===== src/source/interp_defs.svh =====
`ifndef INTERP_DEFS_SVH
`define INTERP_DEFS_SVH

// Reply word for the ping command
`define INTERP_ID 32'h7700006A

// Length of the core reset sequence in clock cycles
`define RESET_CLK_CYCLES 20

// Command word layout
`define WORD_BITS    32
`define OPCODE_BITS  8
`define OPERAND_BITS 24

// Datapath widths
`define ACC_BITS     64
`define ADDR_BITS    32
`define CYCLE_BITS   32

`endif


===== src/source/cmd_pkg.sv =====
`include "interp_defs.svh"

package cmd_pkg;

    // ASCII opcodes in bits 7:0 of a command word
    typedef enum logic [`OPCODE_BITS-1:0] {
        OP_WRITE_CLK    = 8'h43, // C
        OP_STOP_CLK     = 8'h53, // S
        OP_RESUME_CLK   = 8'h72, // r
        OP_RESET_CORE   = 8'h52, // R
        OP_WRITE_MEM    = 8'h57, // W
        OP_READ_MEM     = 8'h4C, // L
        OP_LOAD_UPPER   = 8'h55, // U
        OP_LOAD_LOWER   = 8'h6C, // l
        OP_ADD_ACC      = 8'h41, // A
        OP_WRITE_ACC_N  = 8'h77, // w
        OP_WRITE_N_ACC  = 8'h73, // s
        OP_READ_ACC_POS = 8'h47, // G
        OP_PING         = 8'h70, // p
        OP_GET_ACC      = 8'h61  // a
    } opcode_t;

    // Operand field, bits 31:8 of a command word
    typedef logic [`OPERAND_BITS-1:0] operand_t;

endpackage


===== src/source/bus_pkg.sv =====
`include "interp_defs.svh"

package bus_pkg;

    // UART and memory data word
    typedef logic [`WORD_BITS-1:0] word_t;

    // Byte address on the memory bus
    typedef logic [`ADDR_BITS-1:0] addr_t;

    // Command accumulator
    typedef logic [`ACC_BITS-1:0] acc_t;

    // Number of core clock pulses
    typedef logic [`CYCLE_BITS-1:0] cycles_t;

endpackage


===== src/source/cmd_fetch.sv =====
`timescale 1ns/100ps

module cmd_fetch import bus_pkg::*; (
    input  logic  clk,
    input  logic  reset,

    input  logic  uart_rx_empty,
    output logic  uart_read,
    input  logic  uart_read_response,
    input  word_t uart_read_data,

    output logic  word_valid,
    output word_t word_data,
    input  logic  word_ready
);

    typedef enum logic [1:0] {
        FETCH_IDLE,
        FETCH_READING,
        FETCH_HOLDING
    } fetch_state_t;

    fetch_state_t state;

    always_ff @(posedge clk) begin
        if (reset) begin
            state <= FETCH_IDLE;
        end else begin
            case (state)
                FETCH_IDLE: begin
                    if (!uart_rx_empty) begin
                        state <= FETCH_READING;
                    end
                end
                FETCH_READING: begin
                    if (uart_read_response) begin // Buffer delivers the word now
                        state <= FETCH_HOLDING;
                    end
                end
                FETCH_HOLDING: begin
                    if (word_ready) begin
                        state <= FETCH_IDLE;
                    end
                end
                default: state <= FETCH_IDLE;
            endcase
        end
    end

    always_ff @(posedge clk) begin
        if (state == FETCH_READING && uart_read_response) begin
            word_data <= uart_read_data;
        end
    end

    assign uart_read  = (state == FETCH_READING); // Held until the response
    assign word_valid = (state == FETCH_HOLDING);

endmodule


===== src/source/cmd_exec.sv =====
`timescale 1ns/100ps
`include "interp_defs.svh"

module cmd_exec import cmd_pkg::*, bus_pkg::*; (
    input  logic    clk,
    input  logic    reset,

    input  logic    word_valid,
    input  word_t   word_data,
    output logic    word_ready,

    output logic    reply_valid,
    output word_t   reply_data,
    input  logic    reply_ready,

    output logic    mem_read,
    output logic    mem_write,
    output addr_t   mem_addr,
    output word_t   mem_write_data,
    input  word_t   mem_read_data,
    input  logic    memory_response,

    output logic    core_clk_enable,
    output logic    core_reset,
    output cycles_t cycles_to_pulse,
    output logic    write_pulse
);

    typedef enum logic [2:0] {
        EXEC_IDLE,
        EXEC_DATA,
        EXEC_READ_WAIT,
        EXEC_WRITE_WAIT,
        EXEC_REPLY,
        EXEC_RESET
    } exec_state_t;

    exec_state_t state;
    acc_t        acc;
    cycles_t     reset_count;
    opcode_t     opcode;
    operand_t    operand;
    acc_t        operand_sext;

    assign opcode  = opcode_t'(word_data[`OPCODE_BITS-1:0]);
    assign operand = word_data[`WORD_BITS-1:`OPCODE_BITS];
    assign operand_sext = {{(`ACC_BITS-`OPERAND_BITS){operand[`OPERAND_BITS-1]}}, operand};

    assign word_ready  = (state == EXEC_IDLE) || (state == EXEC_DATA);
    assign reply_valid = (state == EXEC_REPLY);

    always_ff @(posedge clk) begin
        mem_read    <= 1'b0;
        mem_write   <= 1'b0;
        write_pulse <= 1'b0;

        if (reset) begin
            state           <= EXEC_IDLE;
            acc             <= '0;
            reset_count     <= '0;
            core_clk_enable <= 1'b0;
            core_reset      <= 1'b0;
        end else begin
            case (state)
                EXEC_IDLE: begin
                    if (word_valid) begin
                        case (opcode)
                            OP_WRITE_CLK: begin
                                core_clk_enable <= 1'b1;
                                cycles_to_pulse <= cycles_t'(operand);
                                write_pulse     <= 1'b1;
                            end
                            OP_STOP_CLK:   core_clk_enable <= 1'b0;
                            OP_RESUME_CLK: core_clk_enable <= 1'b1;
                            OP_RESET_CORE: begin
                                core_reset      <= 1'b1;
                                core_clk_enable <= 1'b1;
                                cycles_to_pulse <= cycles_t'(`RESET_CLK_CYCLES);
                                write_pulse     <= 1'b1;
                                reset_count     <= cycles_t'(1); // First high cycle
                                state           <= EXEC_RESET;
                            end
                            OP_WRITE_MEM: begin
                                mem_addr <= addr_t'(operand);
                                state    <= EXEC_DATA; // Data word follows
                            end
                            OP_READ_MEM: begin
                                mem_addr <= addr_t'(operand);
                                mem_read <= 1'b1;
                                state    <= EXEC_READ_WAIT;
                            end
                            OP_READ_ACC_POS: begin
                                mem_addr <= acc[`ADDR_BITS-1:0];
                                mem_read <= 1'b1;
                                state    <= EXEC_READ_WAIT;
                            end
                            OP_WRITE_ACC_N: begin
                                mem_addr       <= addr_t'(operand);
                                mem_write_data <= acc[`WORD_BITS-1:0];
                                mem_write      <= 1'b1;
                                state          <= EXEC_WRITE_WAIT;
                            end
                            OP_WRITE_N_ACC: begin
                                mem_addr       <= acc[`ADDR_BITS-1:0];
                                mem_write_data <= word_t'(operand);
                                mem_write      <= 1'b1;
                                state          <= EXEC_WRITE_WAIT;
                            end
                            OP_LOAD_UPPER: begin
                                acc <= {{(`ACC_BITS-`OPERAND_BITS-8){1'b0}}, operand, acc[7:0]};
                            end
                            OP_LOAD_LOWER: acc <= {acc[`ACC_BITS-1:8], operand[7:0]};
                            OP_ADD_ACC:    acc <= acc + operand_sext;
                            OP_PING: begin
                                reply_data <= `INTERP_ID;
                                state      <= EXEC_REPLY;
                            end
                            OP_GET_ACC: begin
                                reply_data <= acc[`WORD_BITS-1:0];
                                state      <= EXEC_REPLY;
                            end
                            default: state <= EXEC_IDLE; // Unknown opcode dropped
                        endcase
                    end
                end
                EXEC_DATA: begin
                    if (word_valid) begin
                        mem_write_data <= word_data;
                        mem_write      <= 1'b1;
                        state          <= EXEC_WRITE_WAIT;
                    end
                end
                EXEC_READ_WAIT: begin
                    if (memory_response) begin
                        reply_data <= mem_read_data;
                        state      <= EXEC_REPLY;
                    end
                end
                EXEC_WRITE_WAIT: begin
                    if (memory_response) begin
                        state <= EXEC_IDLE;
                    end
                end
                EXEC_REPLY: begin
                    if (reply_ready) begin
                        state <= EXEC_IDLE;
                    end
                end
                EXEC_RESET: begin
                    if (reset_count == cycles_t'(`RESET_CLK_CYCLES)) begin
                        core_reset      <= 1'b0;
                        core_clk_enable <= 1'b0; // Core stays halted after reset
                        state           <= EXEC_IDLE;
                    end else begin
                        reset_count <= reset_count + 1'b1;
                    end
                end
                default: state <= EXEC_IDLE;
            endcase
        end
    end

endmodule


===== src/source/reply_send.sv =====
`timescale 1ns/100ps

module reply_send import bus_pkg::*; (
    input  logic  clk,
    input  logic  reset,

    input  logic  reply_valid,
    input  word_t reply_data,
    output logic  reply_ready,

    output logic  uart_write,
    output word_t uart_write_data,
    input  logic  uart_write_response
);

    typedef enum logic {
        SEND_IDLE,
        SEND_WAIT
    } send_state_t;

    send_state_t state;

    always_ff @(posedge clk) begin
        uart_write <= 1'b0;

        if (reset) begin
            state <= SEND_IDLE;
        end else begin
            case (state)
                SEND_IDLE: begin
                    if (reply_valid) begin
                        uart_write <= 1'b1; // Single cycle strobe
                        state      <= SEND_WAIT;
                    end
                end
                SEND_WAIT: begin
                    if (uart_write_response) begin
                        state <= SEND_IDLE;
                    end
                end
                default: state <= SEND_IDLE;
            endcase
        end
    end

    always_ff @(posedge clk) begin
        if (reply_valid && reply_ready) begin
            uart_write_data <= reply_data;
        end
    end

    assign reply_ready = (state == SEND_IDLE);

endmodule


===== src/source/debug_interpreter.sv =====
`timescale 1ns/100ps

module debug_interpreter import bus_pkg::*; (
    input  logic    clk,
    input  logic    reset,

    input  logic    uart_rx_empty,
    output logic    uart_read,
    input  logic    uart_read_response,
    input  word_t   uart_read_data,

    output logic    uart_write,
    output word_t   uart_write_data,
    input  logic    uart_write_response,

    output logic    mem_read,
    output logic    mem_write,
    output addr_t   mem_addr,
    output word_t   mem_write_data,
    input  word_t   mem_read_data,
    input  logic    memory_response,

    output logic    core_clk_enable,
    output logic    core_reset,
    output cycles_t cycles_to_pulse,
    output logic    write_pulse
);

    logic  word_valid;
    word_t word_data;
    logic  word_ready;
    logic  reply_valid;
    word_t reply_data;
    logic  reply_ready;

    cmd_fetch i_cmd_fetch (
        .clk                (clk),
        .reset              (reset),
        .uart_rx_empty      (uart_rx_empty),
        .uart_read          (uart_read),
        .uart_read_response (uart_read_response),
        .uart_read_data     (uart_read_data),
        .word_valid         (word_valid),
        .word_data          (word_data),
        .word_ready         (word_ready)
    );

    cmd_exec i_cmd_exec (
        .clk             (clk),
        .reset           (reset),
        .word_valid      (word_valid),
        .word_data       (word_data),
        .word_ready      (word_ready),
        .reply_valid     (reply_valid),
        .reply_data      (reply_data),
        .reply_ready     (reply_ready),
        .mem_read        (mem_read),
        .mem_write       (mem_write),
        .mem_addr        (mem_addr),
        .mem_write_data  (mem_write_data),
        .mem_read_data   (mem_read_data),
        .memory_response (memory_response),
        .core_clk_enable (core_clk_enable),
        .core_reset      (core_reset),
        .cycles_to_pulse (cycles_to_pulse),
        .write_pulse     (write_pulse)
    );

    reply_send i_reply_send (
        .clk                 (clk),
        .reset               (reset),
        .reply_valid         (reply_valid),
        .reply_data          (reply_data),
        .reply_ready         (reply_ready),
        .uart_write          (uart_write),
        .uart_write_data     (uart_write_data),
        .uart_write_response (uart_write_response)
    );

endmodule


===== config.mk =====
export PLATFORM = sky130hd
export DESIGN_NAME = debug_interpreter
export DESIGN_NICKNAME = d
export VERILOG_FILES = /design/src/source/cmd_pkg.sv /design/src/source/bus_pkg.sv /design/src/source/cmd_fetch.sv /design/src/source/cmd_exec.sv /design/src/source/reply_send.sv /design/src/source/debug_interpreter.sv
export VERILOG_INCLUDE_DIRS = /design/src /design/src/source
export SDC_FILE = /design/constraint.sdc
export NUM_CORES = 1
export LEC_CHECK = 0
export ABC_CLOCK_PERIOD_IN_PS = 6100
export BUFFER_PORTS_ARGS = -buffer_cell sky130_fd_sc_hd__buf_2
export CAP_MARGIN = 20
export CORE_MARGIN = 3
export CORE_UTILIZATION = 40
export CTS_CLUSTER_SIZE = 10
export DETAILED_ROUTE_END_ITERATION = 10
export MAX_ROUTING_LAYER = met4
export PLACE_DENSITY = 0.64
export RECOVER_POWER = 50
export SETUP_SLACK_MARGIN = 0.15
export SLEW_MARGIN = 25
export SYNTH_ARGS = -nofsm -noshare
export SYNTH_HDL_FRONTEND = slang
export SYNTH_HIERARCHICAL = 1
export SYNTH_SLANG_ARGS = --single-unit

===== constraint.sdc =====
create_clock -name clk -period 6.1 [get_ports clk]
set_input_delay 0.61 -clock clk [delete_from_list [all_inputs] [get_ports clk]]
set_output_delay 0.61 -clock clk [all_outputs]
set_load 0.02 [all_outputs]

==> results.py, run 1 <==
metrics = {
    "clock_network": {
        "clk_latency_ps": 580,
        "clockBufferDepth": 3,
        "clock-sinks": 260,
        "cts-buffers-inserted": 31,
        "cts_tree": "yes",
        "postCtsSetupBuffers": 0,
        "cts-htree-levels": 1,
        "hold_buffers": 0,
        "clk_pin_slew_ps": 60,
        "post_cts_resized": 0,
        "root_buffer": "clkbuf_16",
    },
    "sta": {
        "hold_viol": 0,
        "tightest_slew_ps": 3290,
        "finalCritPeriodShare": 0.677,
        "setup_violations": 0,
        "rsz0062_at_grt": "no",
        "final.setup.tns_ps": 0,
        "max_freq_mhz": 242,
        "fin_hold_ws_ps": 205,
        "slew_viol_final": 146,
        "max_slew_margin": -1.20,
        "skew_ps": 26.0,
        "layout_min_cycle_time_ps": 4130,
    },
    "floorplanning": {
        "rows": 64,
        "fp.dieH_um": 183,
        "fp.coreArea_mm2": 0.0308,
        "die-area_mm2": 0.0336,
        "io_pins": 205,
        "initial_core_util": 0.408,
        "die_x_um": 183,
    },
    "global_route": {
        "grt_pass1_vias": 9336,
        "grt.met3_usage": 0.0444,
        "antenna_found_initial": 2,
        "met2_usage": 0.330,
        "overflow": 0,
        "grt_pass1_wl_mm": 55.3,
        "grt.busiest_layer": "met2",
        "met1_usage": 0.307,
        "grt_max_degree": 65,
        "grt.total_usage": 0.219,
    },
    "critical_path": {
        "cp.buffers_inverters": 0,
        "slowest_delay_ps": 2410,
        "setup.worst_path.start_class": "register",
        "slowest_stage": "and2_0",
        "crit_family": "simple AND/OR/NAND/NOR gates",
        "path_class": "register to register",
        "path_cells": "nor2_1 -> and2_0 -> o21ai_0",
        "cp-end-kind": "register",
        "worstPathRequired_ps": 6270,
        "crit_arrival_ps": 4300,
        "reg2reg_depth": 3,
        "path_max_fanout": 64,
        "cp.depth": 3,
    },
    "synthesis": {
        "synth_warnings": 6,
        "yosysSeqAreaShare": 0.560,
        "ys_types": 76,
        "synth_enable_flop_cells": 184,
        "async_flop_share": 0,
        "synth_ff_type": "edfxtp_1",
        "syn_inst": 1119,
        "netlist_area_mm2": 0.0126,
        "avgSynthCellArea_um2": 11.2,
        "ys_seq_elements": 260,
    },
    "status": {
        "violations": "capacitance limit, slew limit",
        "status": "finished with violations",
    },
    "finish": {
        "n_fill_cell": 2855,
        "postLayoutCellArea_mm2": 0.0146,
        "final_cell_mix": "edfxtp_1 (184), clkbuf_1 (169), nand2_1 (99)",
        "area_delta_synth_final_pct": 16.4,
        "drive_above_1_share": 0.111,
        "seq_area_mm2": 0.00705,
        "num-nets-final": 1407,
        "fin_util": 0.475,
        "layout_commonest_cell": "edfxtp_1",
        "multi_input_area_mm2": 0.00519,
    },
    "drt": {
        "drtIter0Drc": 841,
        "wire_per_inst_um": 21.4,
        "first_pass_iters": 5,
        "drc": 0,
        "via_count": 9833,
        "vias_per_cell": 5.69,
        "wirelength_mm": 36.9,
        "drtAntennaViolNets": 0,
    },
    "power": {
        "powerDensity_mw_per_mm2": 259,
        "peakVddDrop_uv": 218,
        "p_leak_nw": 5.13,
    },
    "worst_hold_path": {
        "hp-class": "input port to register",
        "min_path_cells": 1,
    },
    "job": {
        "maxCapViolations": 4,
    },
    "place": {
        "portBuffers": 196,
        "placed_area_mm2": 0.0140,
        "place_congestion": 0.973,
        "dp_hpwl_mm": 25.7,
    },
}
[registers in the layout, summed over array words and instances, names as in the netlist]
| name | count |
|---|---|
| i_cmd_exec/acc | 32 |
| i_cmd_exec/mem_addr | 32 |
| i_cmd_exec/mem_write_data | 32 |
| i_cmd_exec/reply_data | 32 |
| i_cmd_exec/reset_count | 32 |
| i_cmd_fetch/word_data | 32 |
| i_reply_send/uart_write_data | 32 |
| i_cmd_exec/cycles_to_pulse | 24 |
| i_cmd_exec/state | 3 |
| i_cmd_fetch/state | 2 |
| i_cmd_exec/core_clk_enable | 1 |
| i_cmd_exec/core_reset | 1 |
| i_cmd_exec/mem_read | 1 |
| i_cmd_exec/mem_write | 1 |
| i_cmd_exec/write_pulse | 1 |
| i_reply_send/state | 1 |
| i_reply_send/uart_write | 1 |
[worst reg2reg max path: cells and delay by family, from the launching register on]
kind	cells	cell delay, ps
AOI/OAI and AO/OA	1	550
DFF	1	480
and+or+nand+nor	2	2710
[through the flow]
step	power, mW	instances	setup slack (ps)
2_1_floorplan	2.07	1126	1470
4_1_cts	3.84	1723	3000
6_report	3.80	1727	1970
3_3_place_gp	2.13	1661	3070
5_1_grt	3.92	1726	1410
3_5_place_dp	2.14	1665	3040
[final timing paths]
| path | start | to | slack, ps |
|---|---|---|---|
| worst min-delay path | uart_read_data[24] | i_cmd_fetch/word_data[24]$_DFFE_PP_ | 200 |
| worst min register to register | i_cmd_exec/reply_data[1]$_DFFE_PP_ | i_reply_send/uart_write_data[1]$_DFFE_PP_ | 420 |
| worst max-delay path | i_cmd_exec/state[1]$_SDFFE_PP0P_ | i_cmd_exec/mem_write_data[11]$_DFFE_PP_ | 1970 |
| worst max register to register | i_cmd_exec/state[1]$_SDFFE_PP0P_ | i_cmd_exec/mem_write_data[11]$_DFFE_PP_ | 1970 |
[kinds of logic (layout without fill, tap and decap cells)]
kind of cell | after synthesis | in the layout | synth area share
mux | 51 | 51 | 0.0431
fa+ha+maj | 34 | 34 | 0.0344
other cells | 1 | 11 | 0.000298
simple gates | 357 | 357 | 0.148
buf+inv | 83 | 285 | 0.0302
flops | 260 | 260 | 0.560
compound gates | 276 | 276 | 0.144
xor+xnor | 57 | 57 | 0.0397
[power breakdown]
group	internal (mW)	leakage [nW]	switching [mW]
clock network	0.986	0.446	0.712
logic	0.0604	2.43	0.109
registers	1.90	2.25	0.0273
total	2.95	5.13	0.848
[layer usage]
layer / share of wire / vias to the layer above / routed length [um]
li1: - / 4563 / -
met1: 0.45 / 4760 / 16600
met2: 0.44 / 456 / 16300
met3: 0.089 / 54 / 3290
met4: 0.021 / 0 / 759
met5: 0 / - / 0
[area by class of cell]
class | count | share of cell area
multi-input combinational | 783 | 0.354
inverter | 14 | 0.00359
tap | 396 | 0.0338
clock inverter | 3 | 0.00205
clock buffer | 55 | 0.0612
antenna | 3 | 0.000513
timing repair buffer | 213 | 0.0632
sequential | 260 | 0.481
[synth_stat cells, drive strengths merged (8+ instances only)]
| cell type | count | area [um2] |
|---|---|---|
| nand4 | 21 | 138 |
| a21oi | 67 | 350 |
| and2 | 35 | 219 |
| xnor2 | 31 | 272 |
| a22o | 22 | 193 |
| and3 | 12 | 75.1 |
| a31oi | 10 | 77.6 |
| o21ai | 78 | 390 |
| nor2 | 86 | 325 |
| dfxtp | 76 | 1520 |
| o211ai | 8 | 60.1 |
| nor3 | 13 | 70.1 |
| o22a | 11 | 96.3 |
| a22oi | 9 | 67.6 |
| edfxtp | 184 | 5530 |
| nor2b | 11 | 68.8 |
| buf | 26 | 165 |
| nor4 | 13 | 109 |
| nand2 | 99 | 372 |
| mux2 | 25 | 282 |
| nand3 | 26 | 140 |
| a21o | 12 | 90.1 |
| ha | 33 | 413 |
| clkbuf | 43 | 163 |
| xor2 | 26 | 228 |
| mux2i | 26 | 260 |
| inv | 14 | 52.6 |
| a211oi | 15 | 113 |
No activity file was read; power rests on OpenSTA's default activity.
==> inputs of run 2 (changes only) <==
ABC_CLOCK_PERIOD_IN_PS = 4200   (was 6100)
clock period = 4.2 ns   (was 6.1 ns; I/O delays follow)
==> run 2 against run 1 <==
The flow still finishes with violations (capacitance limit, slew limit); via count shrank 1.1%; worst hold slack got worse by 180 ps; power up 44%; cell count grew 0.12%; largest cell class unchanged; largest power group unchanged; highest routed layer unchanged.
==> results.py, run 2 (synthesis results as in run 1) <==
metrics = {
    "global_route": {
        "grt.met3_usage": 0.0411,
        "antenna_found_initial": 2,
        "met2_usage": 0.337,
        "grt.total_usage": 0.220,
        "grt_pass1_wl_mm": 55.8,
        "grt_pass1_vias": 9523,
        "met1_usage": 0.303,
        "overflow": 0,
        "grt.busiest_layer": "met2",
        "grt_max_degree": 65,
    },
    "clock_network": {
        "clk_pin_slew_ps": 60,
        "hold_buffers": 0,
        "root_buffer": "clkbuf_16",
        "cts-buffers-inserted": 31,
        "postCtsSetupBuffers": 0,
        "cts_tree": "yes",
        "clock-sinks": 260,
        "clockBufferDepth": 3,
        "clk_latency_ps": 570,
        "post_cts_resized": 0,
        "cts-htree-levels": 1,
    },
    "worst_hold_path": {
        "hp-class": "input port to register",
    },
    "finish": {
        "num-nets-final": 1410,
        "final_cell_mix": "edfxtp_1 (184), clkbuf_1 (161), nand2_1 (99)",
        "drive_above_1_share": 0.120,
        "postLayoutCellArea_mm2": 0.0147,
        "area_delta_synth_final_pct": 17.0,
        "layout_commonest_cell": "edfxtp_1",
    },
    "sta": {
        "hold_viol": 0,
        "max_freq_mhz": 317,
        "skew_ps": 15.1,
        "tightest_slew_ps": 1670,
        "finalCritPeriodShare": 0.750,
        "layout_min_cycle_time_ps": 3150,
        "final.setup.tns_ps": 0,
        "slew_viol_final": 20,
        "rsz0062_at_grt": "no",
        "max_slew_margin": -0.115,
        "fin_hold_ws_ps": 28.2,
        "setup_violations": 0,
    },
    "critical_path": {
        "cp-end-kind": "register",
        "setup.worst_path.start_class": "register",
        "path_class": "register to register",
        "worstPathRequired_ps": 4690,
        "path_max_fanout": 7,
        "crit_arrival_ps": 3640,
    },
    "drt": {
        "drc": 0,
        "drtAntennaViolNets": 0,
        "drtIter0Drc": 998,
        "vias_per_cell": 5.63,
        "first_pass_iters": 5,
        "wirelength_mm": 36.2,
        "wire_per_inst_um": 20.9,
        "via_count": 9726,
    },
    "place": {
        "placed_area_mm2": 0.0140,
        "dp_hpwl_mm": 25.3,
        "place_congestion": 0.928,
        "portBuffers": 196,
    },
    "power": {
        "powerDensity_mw_per_mm2": 373,
        "p_leak_nw": 5.17,
        "report.power.total_mw": 5.48,
        "peakVddDrop_uv": 286,
    },
    "floorplanning": {
        "rows": 64,
        "fp.dieH_um": 183,
        "initial_core_util": 0.408,
        "die-area_mm2": 0.0336,
        "die_x_um": 183,
        "fp.coreArea_mm2": 0.0308,
        "io_pins": 205,
    },
    "status": {
        "violations": "capacitance limit, slew limit",
        "status": "finished with violations",
    },
    "job": {
        "maxCapViolations": 1,
    },
}
-- run 2: changes by cell type in the layout (fill, tap and decap cells not counted), moves of 2 or more --
cell	previous run	this run
and2_1	33	15
and2_0	2	19
buf_4	11	16
clkinv_1	0	2
clkbuf_1	169	161
buf_2	52	56
-- run 2: cell type report --
type	instances	area [um2]
Clock inverter	5	37.5
Clock buffer	52	885
Antenna cell	3	7.51
Tap cell	396	495
Sequential cell	260	7050
Inverter	14	52.6
Multi-Input combinational cell	783	5220
Timing Repair Buffer	216	965
Fill cell	2920	16100
-- run 2: routing by layer --
layer | vias to the layer above | part of all wire
li1 | 4565 | -
met1 | 4702 | 0.45
met2 | 403 | 0.45
met3 | 56 | 0.079
met4 | 0 | 0.022
met5 | - | 0
-- run 2: path summary, 6_finish.rpt --
kind | endpoint | slack [ps] | depth (start not counted) | start
hold reg to reg | i_reply_send/uart_write_data[0]$_DFFE_PP_ | 400 | 0 | i_cmd_exec/reply_data[0]$_DFFE_PP_
setup reg to reg | i_cmd_exec/acc[26]$_SDFFE_PP0P_ | 1050 | 10 | i_cmd_fetch/word_data[8]$_DFFE_PP_
hold / removal | i_cmd_fetch/word_data[27]$_DFFE_PP_ | 30 | 1 | uart_read_data[27]
setup / recovery | i_cmd_exec/acc[26]$_SDFFE_PP0P_ | 1050 | 10 | i_cmd_fetch/word_data[8]$_DFFE_PP_
-- run 2: stage by stage --
step	util	std cells	setup slack, ps
2_1_floorplan	-	1126	414
3_3_place_gp	0.452	1666	1180
3_5_place_dp	0.455	1669	1090
4_1_cts	0.485	1726	1080
5_1_grt	0.477	1728	903
6_report	0.477	1729	1050
-- run 2: power breakdown --
group	total [mW]	switching, mW	internal, mW
Sequential	2.80	0.0406	2.76
Combinational	0.245	0.156	0.0885
Clock	2.44	1.01	1.42
Total	5.48	1.21	4.28
-- run 2: worst max-delay path: stages (launching register included) --
cell	delay [ps]
edfxtp_1	500
ha_1	310
fa_1	440
a211o_1	330
a21oi_2	160
o21ai_1	130
a31o_2	310
a31oi_4	260
nor2_1	60
or4_1	460
a21oi_1	130
==> inputs of run 3 (changes only) <==
ABC_CLOCK_PERIOD_IN_PS = 2850   (was 4200)
PLACE_DENSITY = 0.66   (was 0.64)
clock period = 2.85 ns   (was 4.2 ns; I/O delays follow)
==> run 3 against run 2 <==
The run now ends clean; non-clock buffer count grew 107; maximum frequency grew 16%; power is 53% higher; core utilization rose by 3.5 points; clock skew increased by 2.8 ps; largest cell class unchanged; worst hold slack lost 10 ps; register-to-register slack got worse by 920 ps; clock power is 55% higher; combinational power increased by 99%.
==> results.py, run 3 (synthesis results as in run 1) <==
metrics = {
    "status": {
        "status": "complete, no violations",
    },
    "job": {
        "maxCapViolations": 0,
    },
    "power": {
        "power.clock.fraction": 0.452,
        "report.power.total_mw": 8.37,
        "combPwrFrac": 0.058,
        "peakVddDrop_uv": 433,
        "seqPwrFrac": 0.490,
        "p_int_mw": 6.53,
        "switching_share": 0.220,
        "power.switching_mw": 1.84,
        "powerDensity_mw_per_mm2": 530,
        "p_leak_nw": 5.69,
    },
    "critical_path": {
        "slowest_stage": "or4_1",
        "path_common_cell": "a21oi_2",
        "path_cells": "ha_4 -> fa_2 -> a211o_1 -> a21oi_2 -> o21ai_2 -> a31o_4 -> a31oi_4 -> nor2_1 -> or4_1 -> a21oi_2",
        "slowest_delay_ps": 480,
        "path_class": "register to register",
        "setup.worst_path.start_class": "register",
        "cp-end-kind": "register",
        "path_max_fanout": 3,
        "crit_arrival_ps": 3220,
        "worstPathRequired_ps": 3350,
    },
    "sta": {
        "slew_viol_final": 0,
        "hold_viol": 0,
        "final.setup.tns_ps": 0,
        "setup_violations": 0,
        "max_slew_margin": 0.245,
        "layout_min_cycle_time_ps": 2720,
        "fin_hold_ws_ps": 18.3,
        "max_freq_mhz": 368,
        "tightest_slew_ps": 1130,
        "finalCritPeriodShare": 0.954,
        "setup_ws_ps": 131,
        "rsz0062_at_grt": "yes",
        "skew_ps": 17.8,
    },
    "place": {
        "place_congestion": 0.932,
        "portBuffers": 196,
        "post-place-ws_ps": 26.7,
        "dp_hpwl_mm": 26.8,
    },
    "worst_hold_path": {
        "hp-class": "input port to register",
    },
    "floorplanning": {
        "fp.dieH_um": 183,
        "initial_core_util": 0.408,
        "fp.coreArea_mm2": 0.0308,
        "die-area_mm2": 0.0336,
        "io_pins": 205,
        "die_x_um": 183,
        "rows": 64,
    },
    "drt": {
        "wire_per_inst_um": 21.1,
        "vias_per_cell": 5.54,
        "via_count": 10155,
        "drc": 0,
        "drtIter0Drc": 668,
        "wirelength_mm": 38.6,
        "drtAntennaViolNets": 0,
        "first_pass_iters": 5,
    },
    "clock_network": {
        "cts-htree-levels": 1,
        "cts-buffers-inserted": 31,
        "clk_pin_slew_ps": 60,
        "clock-sinks": 260,
        "clk_latency_ps": 570,
        "clockBufferDepth": 3,
        "cts_tree": "yes",
        "root_buffer": "clkbuf_16",
    },
    "finish": {
        "n_fill_cell": 2803,
        "final_cell_mix": "edfxtp_1 (184), clkbuf_1 (173), nand2_1 (98)",
        "drive_above_1_share": 0.164,
        "layout_commonest_cell": "edfxtp_1",
        "num-nets-final": 1517,
        "diodes": 0,
        "area_delta_synth_final_pct": 25.5,
    },
    "global_route": {
        "overflow": 0,
        "antenna_found_initial": 0,
        "grt_max_degree": 35,
        "grt_pass1_vias": 9990,
        "grt.total_usage": 0.232,
        "grt_pass1_wl_mm": 58.8,
    },
}
-- run 3: cell count changes in the layout (fill, tap and decap cells not counted), moves of 4 or more --
cell,delta
a21oi_2,+6
a21oi_1,-6
buf_4,+60
and2_0,-5
buf_2,-11
buf_12,+5
o21ai_0,-4
clkbuf_1,+12
dlygate4sd3_1,+40
and2_1,+6
-- run 3: per-stage QoR --
step | cell area (um2) | std cells | utilization
after floorplan | 12700 | 1126 | -
after global placement | 14500 | 1727 | 0.470
after detailed placement | 14500 | 1727 | 0.470
after CTS | 15900 | 1826 | 0.515
after global routing | 15800 | 1833 | 0.512
final | 15800 | 1833 | 0.512
-- run 3: critical path, delay by kind of cell, from the launching register on --
family / cells / cell delay, ps
DFF: 1 / 430
adders and majority gates: 2 / 550
AOI/OAI and AO/OA: 6 / 1130
and+or+nand+nor: 2 / 530
-- run 3: layer usage --
layer  GRT usage  vias to the layer above  part of all wire
met2       0.355                      374              0.45
met5           -                        -                 0
met3      0.0369                       59             0.070
met4      0.0622                        0             0.025
met1       0.323                     4949              0.45
li1            -                     4773                 -
-- run 3: power by group through the flow --
stage	sequential, mW	clock [mW]	combinational, mW
after global routing	4.11	4.00	0.528
after floorplan	4.18	0	0.243
final	4.10	3.78	0.488
after global placement	4.18	0	0.441
after CTS	4.10	3.85	0.487
after detailed placement	4.18	0	0.442
-- run 3: final cells by class --
class	count	area, um2	area share
Inverter	14	52.6	0.00333
Multi-Input combinational cell	783	5330	0.338
Timing Repair Buffer	323	1900	0.120
Clock buffer	52	875	0.0554
Tap cell	396	495	0.0314
Clock inverter	5	90.1	0.00571
Sequential cell	260	7050	0.446
-- run 3: worst paths after layout --
path | from | end | slack, ps | cells past startpoint
worst max-delay path | i_cmd_fetch/word_data[8]$_DFFE_PP_ | i_cmd_exec/acc[26]$_SDFFE_PP0P_ | 130 | 10
worst min-delay path | mem_read_data[27] | i_cmd_exec/reply_data[27]$_DFFE_PP_ | 20 | 2
worst max register to register | i_cmd_fetch/word_data[8]$_DFFE_PP_ | i_cmd_exec/acc[26]$_SDFFE_PP0P_ | 130 | 10
worst min register to register | i_cmd_exec/reply_data[4]$_DFFE_PP_ | i_reply_send/uart_write_data[4]$_DFFE_PP_ | 420 | 0
-- run 3: repair_timing --
item | 4_1_cts | 5_1_grt
hold buffers | 40 | 0
gates resized for setup | 3 | 23
endpoints found under the setup margin | 5 | 18
setup buffers | 2 | 7
pin swaps | 5 | 12
endpoints found under the hold margin | 40 | 0
